File: src/hdl/eth_pkg.sv
package eth_pkg;

	typedef logic [7:0]  byte_t;				// one byte of frame data
	typedef logic [3:0]  nibble_t;				// one rgmii data nibble
	typedef logic [31:0] crc_t;					// crc-32 register value
	typedef logic [10:0] fifo_addr_t;			// pointer into the transmit buffer
	typedef logic [11:0] frame_count_t;			// complete frames held in the transmit buffer

	typedef enum logic [1:0] {
		speed_10m   = 2'd0,
		speed_100m  = 2'd1,
		speed_1000m = 2'd2
	} lspeed_t;									// encoding matches bits 2:1 of the in-band status nibble

	typedef enum logic [1:0] {
		rx_st_idle,								// waiting for the first preamble byte
		rx_st_preamble,							// counting preamble bytes until the sfd
		rx_st_data,								// frame body including the fcs
		rx_st_drop								// bad framing so ignore the rest of the frame
	} rx_state_t;

	typedef enum logic [2:0] {
		tx_st_idle,
		tx_st_preamble,
		tx_st_sfd,
		tx_st_data,
		tx_st_fcs,
		tx_st_gap
	} tx_state_t;

	localparam int    TX_FIFO_DEPTH = 2048;		// bytes of transmit buffer
	localparam byte_t PREAMBLE_BYTE = 8'h55;
	localparam byte_t SFD_BYTE      = 8'hd5;
	localparam int    PREAMBLE_LEN  = 7;		// preamble bytes before the sfd
	localparam int    IFG_LEN       = 12;		// interframe gap in byte times
	localparam crc_t  CRC_POLY      = 32'hedb88320;	// reflected ieee 802.3 polynomial
	localparam crc_t  CRC_INIT      = 32'hffffffff;
	localparam crc_t  CRC_RESIDUE   = 32'hdebb20e3;	// register value after a good frame plus its fcs

endpackage

File: src/hdl/eth_crc32.sv
module eth_crc32 import eth_pkg::*; (
	input wire		clk_125mhz,
	input wire		reset,
	input wire		crc_init,
	input wire		crc_update,
	input byte_t	crc_data,
	output crc_t	crc
);

	// fold one byte into the register, lsb first, using the reflected polynomial
	function automatic crc_t crc_byte(input crc_t crc_in, input byte_t data);
		crc_t c;
		c = crc_in;
		for (int i = 0; i < 8; i++) begin
			if (c[0] ^ data[i])
				c = (c >> 1) ^ CRC_POLY;			// feedback bit set so apply the polynomial
			else
				c = c >> 1;
		end
		return c;
	endfunction

	always_ff @(posedge clk_125mhz) begin
		if (reset)
			crc <= CRC_INIT;
		else if (crc_init)
			crc <= CRC_INIT;						// init wins over a byte in the same cycle
		else if (crc_update)
			crc <= crc_byte(crc, crc_data);
	end

endmodule

File: src/hdl/eth_rx_mac.sv
module eth_rx_mac import eth_pkg::*; (
	input wire			clk_125mhz,
	input wire			reset,

	input wire			gmii_rx_valid,
	input byte_t		gmii_rx_data,
	input wire			gmii_rx_dv,

	output logic		rx_valid,
	output byte_t		rx_data,
	output logic		rx_last,
	output logic		rx_crc_ok
);

	rx_state_t	state;
	logic [2:0]	pre_count;							// preamble bytes seen so far
	logic [2:0]	line_fill;							// bytes held in the delay line
	byte_t		dline [5];							// holds back the fcs until the frame ends
	logic		frame_end;							// dv fell while in the frame body
	logic		line_full;
	logic		sfd_hit;
	logic		data_strobe;
	crc_t		crc;

	assign line_full	= (line_fill == 3'd5);
	assign data_strobe	= (state == rx_st_data) && gmii_rx_valid && gmii_rx_dv;
	assign sfd_hit		= (state == rx_st_preamble) && gmii_rx_valid && gmii_rx_dv &&
		(gmii_rx_data == SFD_BYTE) && (pre_count == PREAMBLE_LEN);

	eth_crc32 crc_calc(
		.clk_125mhz(clk_125mhz),
		.reset(reset),
		.crc_init(sfd_hit),							// restart on the sfd
		.crc_update(data_strobe),					// payload and fcs both go through
		.crc_data(gmii_rx_data),
		.crc(crc)
	);

	always_ff @(posedge clk_125mhz) begin
		if (reset) begin
			state		<= rx_st_idle;
			pre_count	<= '0;
			line_fill	<= '0;
			frame_end	<= 1'b0;
			rx_valid	<= 1'b0;
			rx_last		<= 1'b0;
			rx_crc_ok	<= 1'b0;
		end else begin
			rx_valid	<= data_strobe && line_full;	// oldest byte leaves as a new one enters
			rx_last		<= 1'b0;
			rx_crc_ok	<= 1'b0;
			frame_end	<= 1'b0;

			// the last byte in the line is the final payload byte
			if (frame_end) begin
				rx_valid	<= line_full;				// runt frames produce nothing
				rx_last		<= line_full;
				rx_crc_ok	<= line_full && (crc == CRC_RESIDUE);
			end

			if (sfd_hit)
				line_fill <= '0;
			else if (data_strobe && !line_full)
				line_fill <= line_fill + 3'd1;

			if (!gmii_rx_dv) begin
				frame_end	<= (state == rx_st_data);
				state		<= rx_st_idle;
			end else if (gmii_rx_valid) begin
				case (state)
					rx_st_idle: begin
						pre_count	<= 3'd1;
						state		<= (gmii_rx_data == PREAMBLE_BYTE) ? rx_st_preamble : rx_st_drop;
					end
					rx_st_preamble: begin
						if (sfd_hit)
							state <= rx_st_data;
						else if (gmii_rx_data == PREAMBLE_BYTE && pre_count < PREAMBLE_LEN)
							pre_count <= pre_count + 3'd1;
						else
							state <= rx_st_drop;			// wrong byte or too much preamble
					end
					default: state <= state;			// data and drop run until dv falls
				endcase
			end
		end
	end

	always_ff @(posedge clk_125mhz) begin
		if (data_strobe) begin
			dline[0] <= gmii_rx_data;
			for (int i = 1; i < 5; i++)
				dline[i] <= dline[i - 1];
		end
		if (data_strobe || frame_end)
			rx_data <= dline[4];
	end

endmodule

File: config.mk
export PLATFORM = sky130hd
export DESIGN_NAME = eth_rx_mac
export DESIGN_NICKNAME = d
export VERILOG_FILES = /design/src/hdl/eth_pkg.sv /design/src/hdl/eth_crc32.sv /design/src/hdl/eth_rx_mac.sv
export SDC_FILE = /design/constraint.sdc
export NUM_CORES = 1
export LEC_CHECK = 0
export BUFFER_PORTS_ARGS = -buffer_cell sky130_fd_sc_hd__buf_2
export CORE_MARGIN = 10
export CORE_UTILIZATION = 30
export DETAILED_ROUTE_END_ITERATION = 16
export PLACE_DENSITY = 0.56
export SLEW_MARGIN = 20
export SYNTH_ARGS = -nofsm -noshare
export SYNTH_HDL_FRONTEND = slang
export SYNTH_SLANG_ARGS = --single-unit
File: constraint.sdc
create_clock -name clk_125mhz -period 2.1 [get_ports clk_125mhz]
set_input_delay 0.42 -clock clk_125mhz [delete_from_list [all_inputs] [get_ports clk_125mhz]]
set_output_delay 0.42 -clock clk_125mhz [all_outputs]
set_load 0.01 [all_outputs]
==> metrics.md, run 1 <==
| Metric | Value |
|---|---|
| Outcome | finished clean |
| Slew HR | 59.9% |
| Crit path max fanout | 5 |
| Crit. End Element | register |
| Power Dens Cells | approximately 860 mW/mm² |
| Fin cells | between 500 and 600 |
| DRC viols | 0 |
| Post-CTS Hold Fix Bufs | 0 |
| Die X-Extent | around 130 µm |
| Die footprint | between 0.015 and 0.02 mm² |
| Syn_nets | roughly 320 |
| Mapped Cells | 300 |
| Mapped Area | 0.00389 mm² |
| Element type at the critical path start | register |
| Pre-CTS setup slack | around 0.049 ns |
| Post-synth EDFFs | 48 |
| Clock power share | a little under two fifths |
| Grt total ovfl | 0 |
| Area of placed instances | 0.00433 mm² |
| Flop-to-flop setup slack | between 0.15 and 0.2 ns |
| Worst-case clock skew | around 0.0045 ns |
| Endpoints failing setup | 0 |
| Worst setup path class | reg2reg |
| Setup TNS | 0 ns |
| Antenna violations before repair | 0 |
| Final hold vios | 0 |
| Fmax | 0.519 GHz |
| FF-to-FF path depth | 6 |
| Antenna Violating Nets Remaining | 0 |
| Wire length per cell | approximately 14 µm |
| Core Box Area | roughly 0.013 mm² |
| Clock slew at reported path FFs | around 0.060 ns |
| Area added between synthesis and finish | 18.2% |
| CTS Buf Count | 9 |
| Worst-margin pin slew | between 0.5 and 0.6 ns |
| Setup WS post-layout | 0.172 ns |
| Hold Path End | frame_end |
| H-tree levels | 3 |
| RR Endpoint | crc_calc.crc[24] |
| Total of max-cap violations | 0 |
| Area of the multi-input gates | 0.00152 mm² |
| #FFs+latches synth | around 90 |
| DP HPWL | 5300 µm |
| Initial drt markers | ~150 |
| Async SR Flop Fraction | 0% |
| Max-slew violations | 0 |
| WL final | 7440 µm |
| Root Buffer Master | clkbuf_16 |
| Switching share of total power | around a quarter |
| DR vias/cell | 4.44 |
| Synth cell types | 34 |
| Drt pass-1 iters | 4 |
| Post-CTS Resized | 0 |
| Largest net degree at the start of global routing | 35 |
| Fin crit period | approximately 1.9 ns |
| Io pins | 23 |
| Internal Power | approximately 3000 µW |
| Worst path required time | roughly 2.3 ns |
| Filler cell count | about 1.3k |
| Sequential Power Share | between 40% and 50% |
| Final #Nets | ~360 |
| Register Area | 0.00232 mm² |
| Leading cell type in the layout, fill and taps excluded | edfxtp_1 |
| Power share of the combinational group | 13.9% |
| # clock sinks | between 90 and 100 |
| Routability cong. | a little over 0.8 |
| Initial Util | 30.7% |
| Ant diodes | 0 |
| Most frequent cells in the layout | edfxtp_1 (48), dfxtp_1 (44), xnor2_1 (36) |
| Yosys warnings | 0 |
| Via count | around 2.3k |
| Psw | ~970 µW |
| Inst Count DP | approximately 500 |
| Hold Crit Depth | 2 |
| CTS tree | built |
| Clock insertion delay at the later pin of the skew report | roughly 0.34 ns |
| Synthesized area per cell | roughly 13 µm² |
| VDD IR max | 0.000482 V |
| Share of cells above drive strength 1 | between 20% and 30% |
| CTS Buffer Depth | 2 |
| First-pass GRT wire length | between 10000 and 15000 µm |
| RSZ-0062 raised after global routing | no |
| Hold path start | gmii_rx_dv |
| Port Buf Inserts | 22 |
| CP arrival | approximately 2.2 ns |
| Row count | 41 |
| Final period util | approximately nine tenths |
| Synth Flop Type | edfxtp_1 |
| DIE HEIGHT | between 100 and 150 µm |
| Setup bufs post-CTS | 0 |
| Final core area utilization | between 30% and 40% |
| FF-to-FF Start | pre_count[0] |
| GRT Total Usage | between 8 and 9% |
| Worst hold path type | in2reg |
| Final instance area | 0.00459 mm² |
| Lkg Pwr | approximately 0.0018 µW |
| Number of global-route vias before repair | between 2k and 2.5k |
| Sequential-to-total area share from yosys stat | 59.7% |
## final cells by class
type | count | share of cell area, %
Clock buffer | 10 | 4.98
Clock inverter | 6 | 0.871
Inverter | 3 | 0.327
Multi-Input combinational cell | 194 | 33.0
Sequential cell | 92 | 50.5
Tap cell | 172 | 4.68
Timing Repair Buffer | 40 | 5.61
## flip-flops by register name (all words and copies together) (netlist names)
register / flops
crc_calc.crc: 32
dline: 40
frame_end: 1
line_fill: 3
pre_count: 3
rx_crc_ok: 1
rx_data: 8
rx_last: 1
rx_valid: 1
state: 2
## synth_stat cells, types with 3 or more instances
cell      number  area, µm²
edfxtp_1      48       1440
dfxtp_1       44        881
xnor2_1       36        315
nand2_1       33        124
o211ai_1      31        233
xor2_1        18        158
clkbuf_1      11       41.3
nor2_1        11       41.3
xnor2_2       11        179
nand3_1        5       25.0
nor3_1         5       25.0
a21oi_1        4       20.0
and2_1         4       25.0
ha_1           4       50.1
nand4_1        4       25.0
inv_1          3       11.3
nand2b_1       3       18.8
## per-layer routing
| metal | vias up | GRT usage, % | share of wire (%) |
|---|---|---|---|
| met4 | 0 | 2.72 | 1.2 |
| met1 | 1103 | 11.2 | 45 |
| met3 | 9 | 3.73 | 5.2 |
| met5 | - | 0 | 0 |
| met2 | 32 | 13.8 | 48 |
| li1 | 1150 | - | - |
## cell families after synthesis
group                    count (synthesis)  synth area share (%)
flip-flops                              92                  59.7
AND/OR/NAND/NOR                         82                  10.8
XOR/XNOR                                68                  18.6
AO/OA/AOI/OAI                           38                  7.66
buffers and inverters                   14                  1.35
adder cells (fa/ha/maj)                  4                  1.29
multiplexers                             2                 0.515
## power by group through the flow
stage	Sequential (µW)	Combinational (µW)	Clock [µW]
after floorplan	1970	406	0
after global placement	1980	545	0
after detailed placement	1980	547	0
after CTS	1940	552	1520
after global routing	1940	603	1590
final	1940	548	1470
## how the worst max path moves through the flow
stage / from / cells after the start / slack [ns] / to
6_report: pre_count[0] / 6 / 0.17 / crc_calc.crc[24]
5_1_grt: pre_count[0] / 6 / 0.08 / crc_calc.crc[24]
4_1_cts: pre_count[0] / 7 / 0.07 / pre_count[2]
3_5_place_dp: gmii_rx_data[1] / 6 / 0.05 / pre_count[2]
3_3_place_gp: gmii_rx_data[1] / 6 / 0.11 / pre_count[1]
2_1_floorplan: gmii_rx_data[1] / 5 / 0.21 / crc_calc.crc[24]
## through the flow
step,power [µW],hold slack [ns]
6_report,3960,0.296
5_1_grt,4140,0.285
4_1_cts,4010,0.281
3_5_place_dp,2520,0.405
3_3_place_gp,2520,0.402
2_1_floorplan,2380,0.400
## critical path: stages (launching register included)
cell and delay [ns]:
dfxtp_1 0.34, ha_1 0.20, ha_1 0.18, and4_1 0.19, and4_1 0.27, or2_2 0.35
o311a_1 0.29
Note: power is estimated with default switching activity, not from simulation.
==> run 2: changes to the inputs <==
--- a/config.mk
+++ b/config.mk
@@ -6,10 +6,11 @@
 export NUM_CORES = 1
 export LEC_CHECK = 0
 export BUFFER_PORTS_ARGS = -buffer_cell sky130_fd_sc_hd__buf_2
-export CORE_MARGIN = 10
+export CORE_MARGIN = 2
 export CORE_UTILIZATION = 30
 export DETAILED_ROUTE_END_ITERATION = 16
 export PLACE_DENSITY = 0.56
+export RECOVER_POWER = 25
 export SLEW_MARGIN = 20
 export SYNTH_ARGS = -nofsm -noshare
 export SYNTH_HDL_FRONTEND = slang
==> run 2 against run 1 <==
  * Clock skew is 0.0013 ns higher
  * Design area rose by 0.46%
  * Global-route usage grew 2.6 points
  * Sequential cell count unchanged
  * Clock-buffer cell count up 1
  * Largest power group unchanged
  * Highest routed layer unchanged
==> metrics.md, run 2 (synthesis gave the netlist of run 1 again) <==
| Metric | Value |
|---|---|
| Outcome | finished clean |
| Power Dens Cells | 886 mW/mm² (+2.9%) |
| Biggest regs | dline x40, crc_calc.crc x32, rx_data x8 |
| Worst path required time | 2.33 ns (about the same) |
| DR vias/cell | 4.40 (-0.81%) |
| DIE HEIGHT | 118 µm (-12%) |
| Row count | 41 (unchanged) |
| Final instance area | 0.00462 mm² (+0.46%) |
| Antenna violations before repair | 0 (unchanged) |
| Fin crit period | 1.97 ns (+0.0469 ns) |
| Initial drt markers | 141 (-2.8%) |
| GRT Total Usage | 11.6% (+2.6 points) |
| Area of placed instances | 0.00433 mm² (+0.12%) |
| Setup bufs post-CTS | 0 (unchanged) |
| Filler cell count | 1264 (+0.72%) |
| Final #Nets | 355 (-0.28%) |
| Die footprint | 0.0139 mm² (-22%) |
| Total of max-cap violations | 0 (unchanged) |
| Share of cells above drive strength 1 | 18.3% (-2.3 points) |
| CTS Buf Count | 9 (unchanged) |
| Register Area | 0.00232 mm² (unchanged) |
| Max reg flops | 40 (unchanged) |
| Setup TNS | 0 ns (unchanged) |
| Clock insertion delay at the later pin of the skew report | 0.34 ns (about the same) |
| Biggest register | dline |
| Power Total | 4090 µW (+3.4%) |
| Crit path max fanout | 5 (unchanged) |
| CTS Buffer Depth | 2 (unchanged) |
| Post-CTS Resized | 0 (unchanged) |
| Routability cong. | 0.807 (-1.5%) |
| WL final | 7410 µm (-0.46%) |
| CTS tree | built |
| Max-slew violations | 0 (unchanged) |
| Slew HR | 58.5% (-1.5 points) |
| Grt total ovfl | 0 (unchanged) |
| CP arrival | 2.21 ns (+0.05 ns) |
| Via count | 2271 (-1.0%) |
| Port Buf Inserts | 22 (unchanged) |
| Wire length per cell | 14.4 µm (-0.26%) |
| Final hold vios | 0 (unchanged) |
| Fmax | 0.506 GHz (-2.4%) |
| Core Box Area | 0.0126 mm² (-0.40%) |
| Root Buffer Master | clkbuf_16 |
| Final period util | 94.0% (+2.2 points) |
| Number of global-route vias before repair | 2236 (-4.7%) |
| Io pins | 23 (unchanged) |
| Crit. End Element | register |
| Ant diodes | 0 (unchanged) |
| Element type at the critical path start | register |
| # clock sinks | 92 (unchanged) |
| Leading cell type in the layout, fill and taps excluded | edfxtp_1 |
| Worst setup path class | reg2reg |
| Antenna Violating Nets Remaining | 0 (unchanged) |
| Worst hold path type | in2reg |
| DP HPWL | 5240 µm (-1.2%) |
| RSZ-0062 raised after global routing | no |
| H-tree levels | 3 (unchanged) |
| Endpoints failing setup | 0 (unchanged) |
| Initial Util | 30.8% (+0.12 points) |
| Most frequent cells in the layout | edfxtp_1 (48), dfxtp_1 (44), xnor2_1 (36) |
| DRC viols | 0 (unchanged) |
| Area of the multi-input gates | 0.00152 mm² (unchanged) |
| Worst-margin pin slew | 0.619 ns (+0.0223 ns) |
| Area added between synthesis and finish | 18.7% |
| VDD IR max | 0.000445 V (-7.7%) |
| First-pass GRT wire length | 12200 µm (-2.5%) |
| Drt pass-1 iters | 4 (unchanged) |
| Lkg Pwr | 0.00176 µW (-0.50%) |
| Clock slew at reported path FFs | 0.06 ns (about the same) |
| Largest net degree at the start of global routing | 64 (+83%) |
| Worst-case clock skew | 0.00581 ns (+0.00134 ns) |
| Die X-Extent | 118 µm (-12%) |
==> run 2: cell count changes in the layout (fill, tap and decap cells not counted), sizes merged <==
| cell | delta |
|---|---|
| buf | -9 |
| bufinv | +1 |
| clkbuf | +9 |
| clkinv | -2 |
==> run 2: worst max-delay path, stage by stage, from the launching register on <==
cell and delay, ns:
dfxtp_1 0.34, ha_1 0.21, ha_1 0.19, and4_1 0.20, and4_1 0.27, or2_2 0.34, o311a_1 0.30
==> run 2: metrics by stage <==
stage                     hold WS, ns  util (%)  std cells  setup slack [ns]
final                           0.294      36.6        516             0.125
after global routing            0.296      36.6        516            0.0347
after detailed placement        0.405      34.3        500            0.0292
after floorplan                 0.400         -        300             0.212
after CTS                       0.280      36.7        516            0.0131
after global placement          0.402      34.3        500            0.0774
==> run 2: metal layers <==
metal  GRT usage (%)  up-vias  wire length (µm)
met2            17.6       26              3380
met4            4.67        0               150
met1            15.3     1077              3620
met5               0        -                 0
met3            3.83       15               253
li1                -     1153                 -
==> run 2: what timing repair did <==
item / 4_1_cts / 5_1_grt
endpoints found under the hold margin: 0 / 0
hold buffers: 0 / 0
setup endpoints to repair: 0 / 3
==> run 2: final cells by class <==
| cell class | count | area share (%) |
|---|---|---|
| Clock buffer | 11 | 5.04 |
| Clock inverter | 5 | 1.36 |
| Inverter | 3 | 0.325 |
| Multi-Input combinational cell | 194 | 32.8 |
| Sequential cell | 92 | 50.3 |
| Tap cell | 172 | 4.66 |
| Timing Repair Buffer | 39 | 5.48 |
==> run 2: power by group <==
group / internal (µW) / total, µW / switching (µW)
Sequential: 1910 / 1940 / 25.5
Clock: 929 / 1600 / 673
Combinational: 267 / 550 / 283
==> run 2: worst paths after layout <==
| check | start | endpoint | slack [ns] | depth (start not counted) |
|---|---|---|---|---|
| worst min register to register | dline[3][0] | dline[4][0] | 0.42 | 0 |
| worst max-delay path | pre_count[0] | crc_calc.crc[24] | 0.13 | 6 |
| worst min-delay path | gmii_rx_dv | frame_end | 0.29 | 2 |
| worst max register to register | pre_count[0] | crc_calc.crc[24] | 0.13 | 6 |
==> run 3: changes to the inputs <==
==> constraint.sdc (replaced) <==
create_clock -name clk_125mhz -period 1.7 [get_ports clk_125mhz]
set_input_delay 0.34 -clock clk_125mhz [delete_from_list [all_inputs] [get_ports clk_125mhz]]
set_output_delay 0.34 -clock clk_125mhz [all_outputs]
set_load 0.01 [all_outputs]
==> run 3 against run 2 <==
  * Core utilization grew 3.5 points
  * Die area is the same
  * Worst hold slack lost 0.084 ns
  * Sequential power grew 23%
  * Combinational power grew 55%
  * Global-route usage grew 0.24 points
  * Design area grew 9.4%
==> metrics.md, run 3 (synthesis gave the netlist of run 1 again) <==
| Metric | Value |
|---|---|
| RR Endpoint | pre_count[2] |
| Row count | 41 (unchanged) |
| Via count | 2398 (+5.6%) |
| CTS Buf Count | 9 (unchanged) |
| FF-to-FF path depth | 7 (+1) |
| DP HPWL | 5530 µm (+5.6%) |
| Max reg flops | 40 (unchanged) |
| Final period util | 98.4% (+4.3 points) |
| Lkg Pwr | 0.00194 µW (+11%) |
| Die footprint | 0.0139 mm² (unchanged) |
| RSZ-0062 raised after global routing | yes |
| Share of cells above drive strength 1 | 29.2% (+11 points) |
| Largest net degree at the start of global routing | 33 (-48%) |
| Io pins | 23 (unchanged) |
| Initial drt markers | 144 (+2.1%) |
| Power Total | 5090 µW (+25%) |
| DR vias/cell | 4.40 (about the same) |
| Most frequent cells in the layout | edfxtp_1 (48), buf_4 (40), dfxtp_1 (36) |
| Area added between synthesis and finish | 29.9% |
| Leading cell type in the layout, fill and taps excluded | edfxtp_1 |
| # clock sinks | 92 (unchanged) |
| Fmax | 0.598 GHz (+18%) |
| Grt total ovfl | 0 (unchanged) |
| Worst-margin pin slew | 0.482 ns (-0.137 ns) |
| Ant diodes | 0 (unchanged) |
| Antenna violations before repair | 0 (unchanged) |
| Crit path max fanout | 4 (-1) |
| Element type at the critical path start | register |
| Drt pass-1 iters | 4 (unchanged) |
| Clock insertion delay at the later pin of the skew report | 0.34 ns (about the same) |
| Clock slew at reported path FFs | 0.07 ns (about the same) |
| Hold Path End | frame_end |
| Worst path required time | 1.93 ns (-0.40 ns) |
| Filler cell count | 1229 (-2.8%) |
| GRT Total Usage | 11.8% (+0.24 points) |
| Worst setup path class | reg2reg |
| H-tree levels | 3 (unchanged) |
| Routability cong. | 0.851 (+5.5%) |
| DIE HEIGHT | 118 µm (unchanged) |
| Flop-to-flop setup slack | 0.03 ns (-0.10 ns) |
| Fin crit period | 1.67 ns (-0.303 ns) |
| Die X-Extent | 118 µm (unchanged) |
| First-pass GRT wire length | 12600 µm (+3.2%) |
| Number of global-route vias before repair | 2498 (+12%) |
| VDD IR max | 0.000516 V (+16%) |
| CTS tree | built |
| Final hold vios | 0 (unchanged) |
| Worst hold path type | in2reg |
| Outcome | finished clean |
| CTS Buffer Depth | 2 (unchanged) |
| Hold slack | 0.210 ns (-0.0842 ns) |
| Worst-case clock skew | 0.00895 ns (+0.00314 ns) |
| Final core area utilization | 40.0% (+3.5 points) |
| Biggest regs | dline x40, crc_calc.crc x32, rx_data x8 |
| Endpoints failing setup | 0 (unchanged) |
| Root Buffer Master | clkbuf_16 |
| Antenna Violating Nets Remaining | 0 (unchanged) |
| CP arrival | 1.91 ns (-0.30 ns) |
| DRC viols | 0 (unchanged) |
| Slew HR | 67.6% (+9.1 points) |
| Hold path start | gmii_rx_dv |
| WL final | 7720 µm (+4.2%) |
| Hold Crit Depth | 2 (unchanged) |
| Post-CTS Hold Fix Bufs | 0 (unchanged) |
| Biggest register | dline |
| Setup WS post-layout | 0.0280 ns (-0.0973 ns) |
| Final instance area | 0.00505 mm² (+9.4%) |
| Area of placed instances | 0.00464 mm² (+7.2%) |
| Initial Util | 30.8% (unchanged) |
| Total of max-cap violations | 0 (unchanged) |
| Final #Nets | 384 (+8.2%) |
| FF-to-FF Start | pre_count[0] |
| Core Box Area | 0.0126 mm² (unchanged) |
| Port Buf Inserts | 22 (unchanged) |
| Max-slew violations | 0 (unchanged) |
| Crit. End Element | register |
| Pre-CTS setup slack | -0.271 ns (-0.301 ns) |
| Power Dens Cells | 1010 mW/mm² (+14%) |
| Wire length per cell | 14.2 µm (-1.3%) |
[run 3: worst max-delay path by stage]
stage	endpoint	cells past startpoint	start	slack (ns)
finish	pre_count[2]	7	pre_count[0]	0.03
global route	pre_count[2]	7	pre_count[0]	-0.08
CTS	pre_count[2]	7	pre_count[0]	-0.05
detailed placement	pre_count[2]	6	gmii_rx_data[1]	-0.27
global placement	pre_count[1]	6	gmii_rx_data[1]	-0.22
floorplan	crc_calc.crc[24]	4	state[0]	-0.05
[run 3: power by group]
| part | total, µW | leakage (µW) | internal, µW | switching [µW] |
|---|---|---|---|---|
| Combinational | 852 | 0.00102 | 464 | 389 |
| Sequential | 2390 | 0.000790 | 2360 | 30.4 |
| Clock | 1850 | 0.000131 | 996 | 853 |
[run 3: metal layers]
| metal | vias up | GRT usage, % | routed length, µm |
|---|---|---|---|
| li1 | 1218 | - | - |
| met1 | 1140 | 14.5 | 3480 |
| met4 | 0 | 4.67 | 158 |
| met2 | 29 | 19.7 | 3860 |
| met3 | 11 | 3.34 | 226 |
| met5 | - | 0 | 0 |
[run 3: repair_timing]
item / CTS / global route
endpoints found under the setup margin: 35 / 34
pin swaps: 7 / 4
buffers inserted: 0 / 1
resized for setup: 7 / 15
[run 3: worst max-delay path: stages (launching register included)]
cell       delay, ns
dfxtp_2         0.34
ha_4            0.16
ha_4            0.14
and4_1          0.14
and4_4          0.17
a2111oi_4       0.32
mux2i_1         0.24
nor2_1          0.05
[run 3: per-stage QoR]
step / setup TNS [ns] / std cells
global placement: -3.04 / 528
CTS: -0.0927 / 544
floorplan: -0.0811 / 300
finish: 0 / 545
global route: -0.725 / 545
detailed placement: -3.32 / 528
[run 3: cell type report]
class | count | area (µm²) | area share, %
Clock inverter | 7 | 50.0 | 0.991
Timing Repair Buffer | 68 | 522 | 10.3
Multi-Input combinational cell | 194 | 1690 | 33.5
Tap cell | 172 | 215 | 4.26
Clock buffer | 9 | 225 | 4.46
Sequential cell | 92 | 2330 | 46.2
Inverter | 3 | 15.0 | 0.297
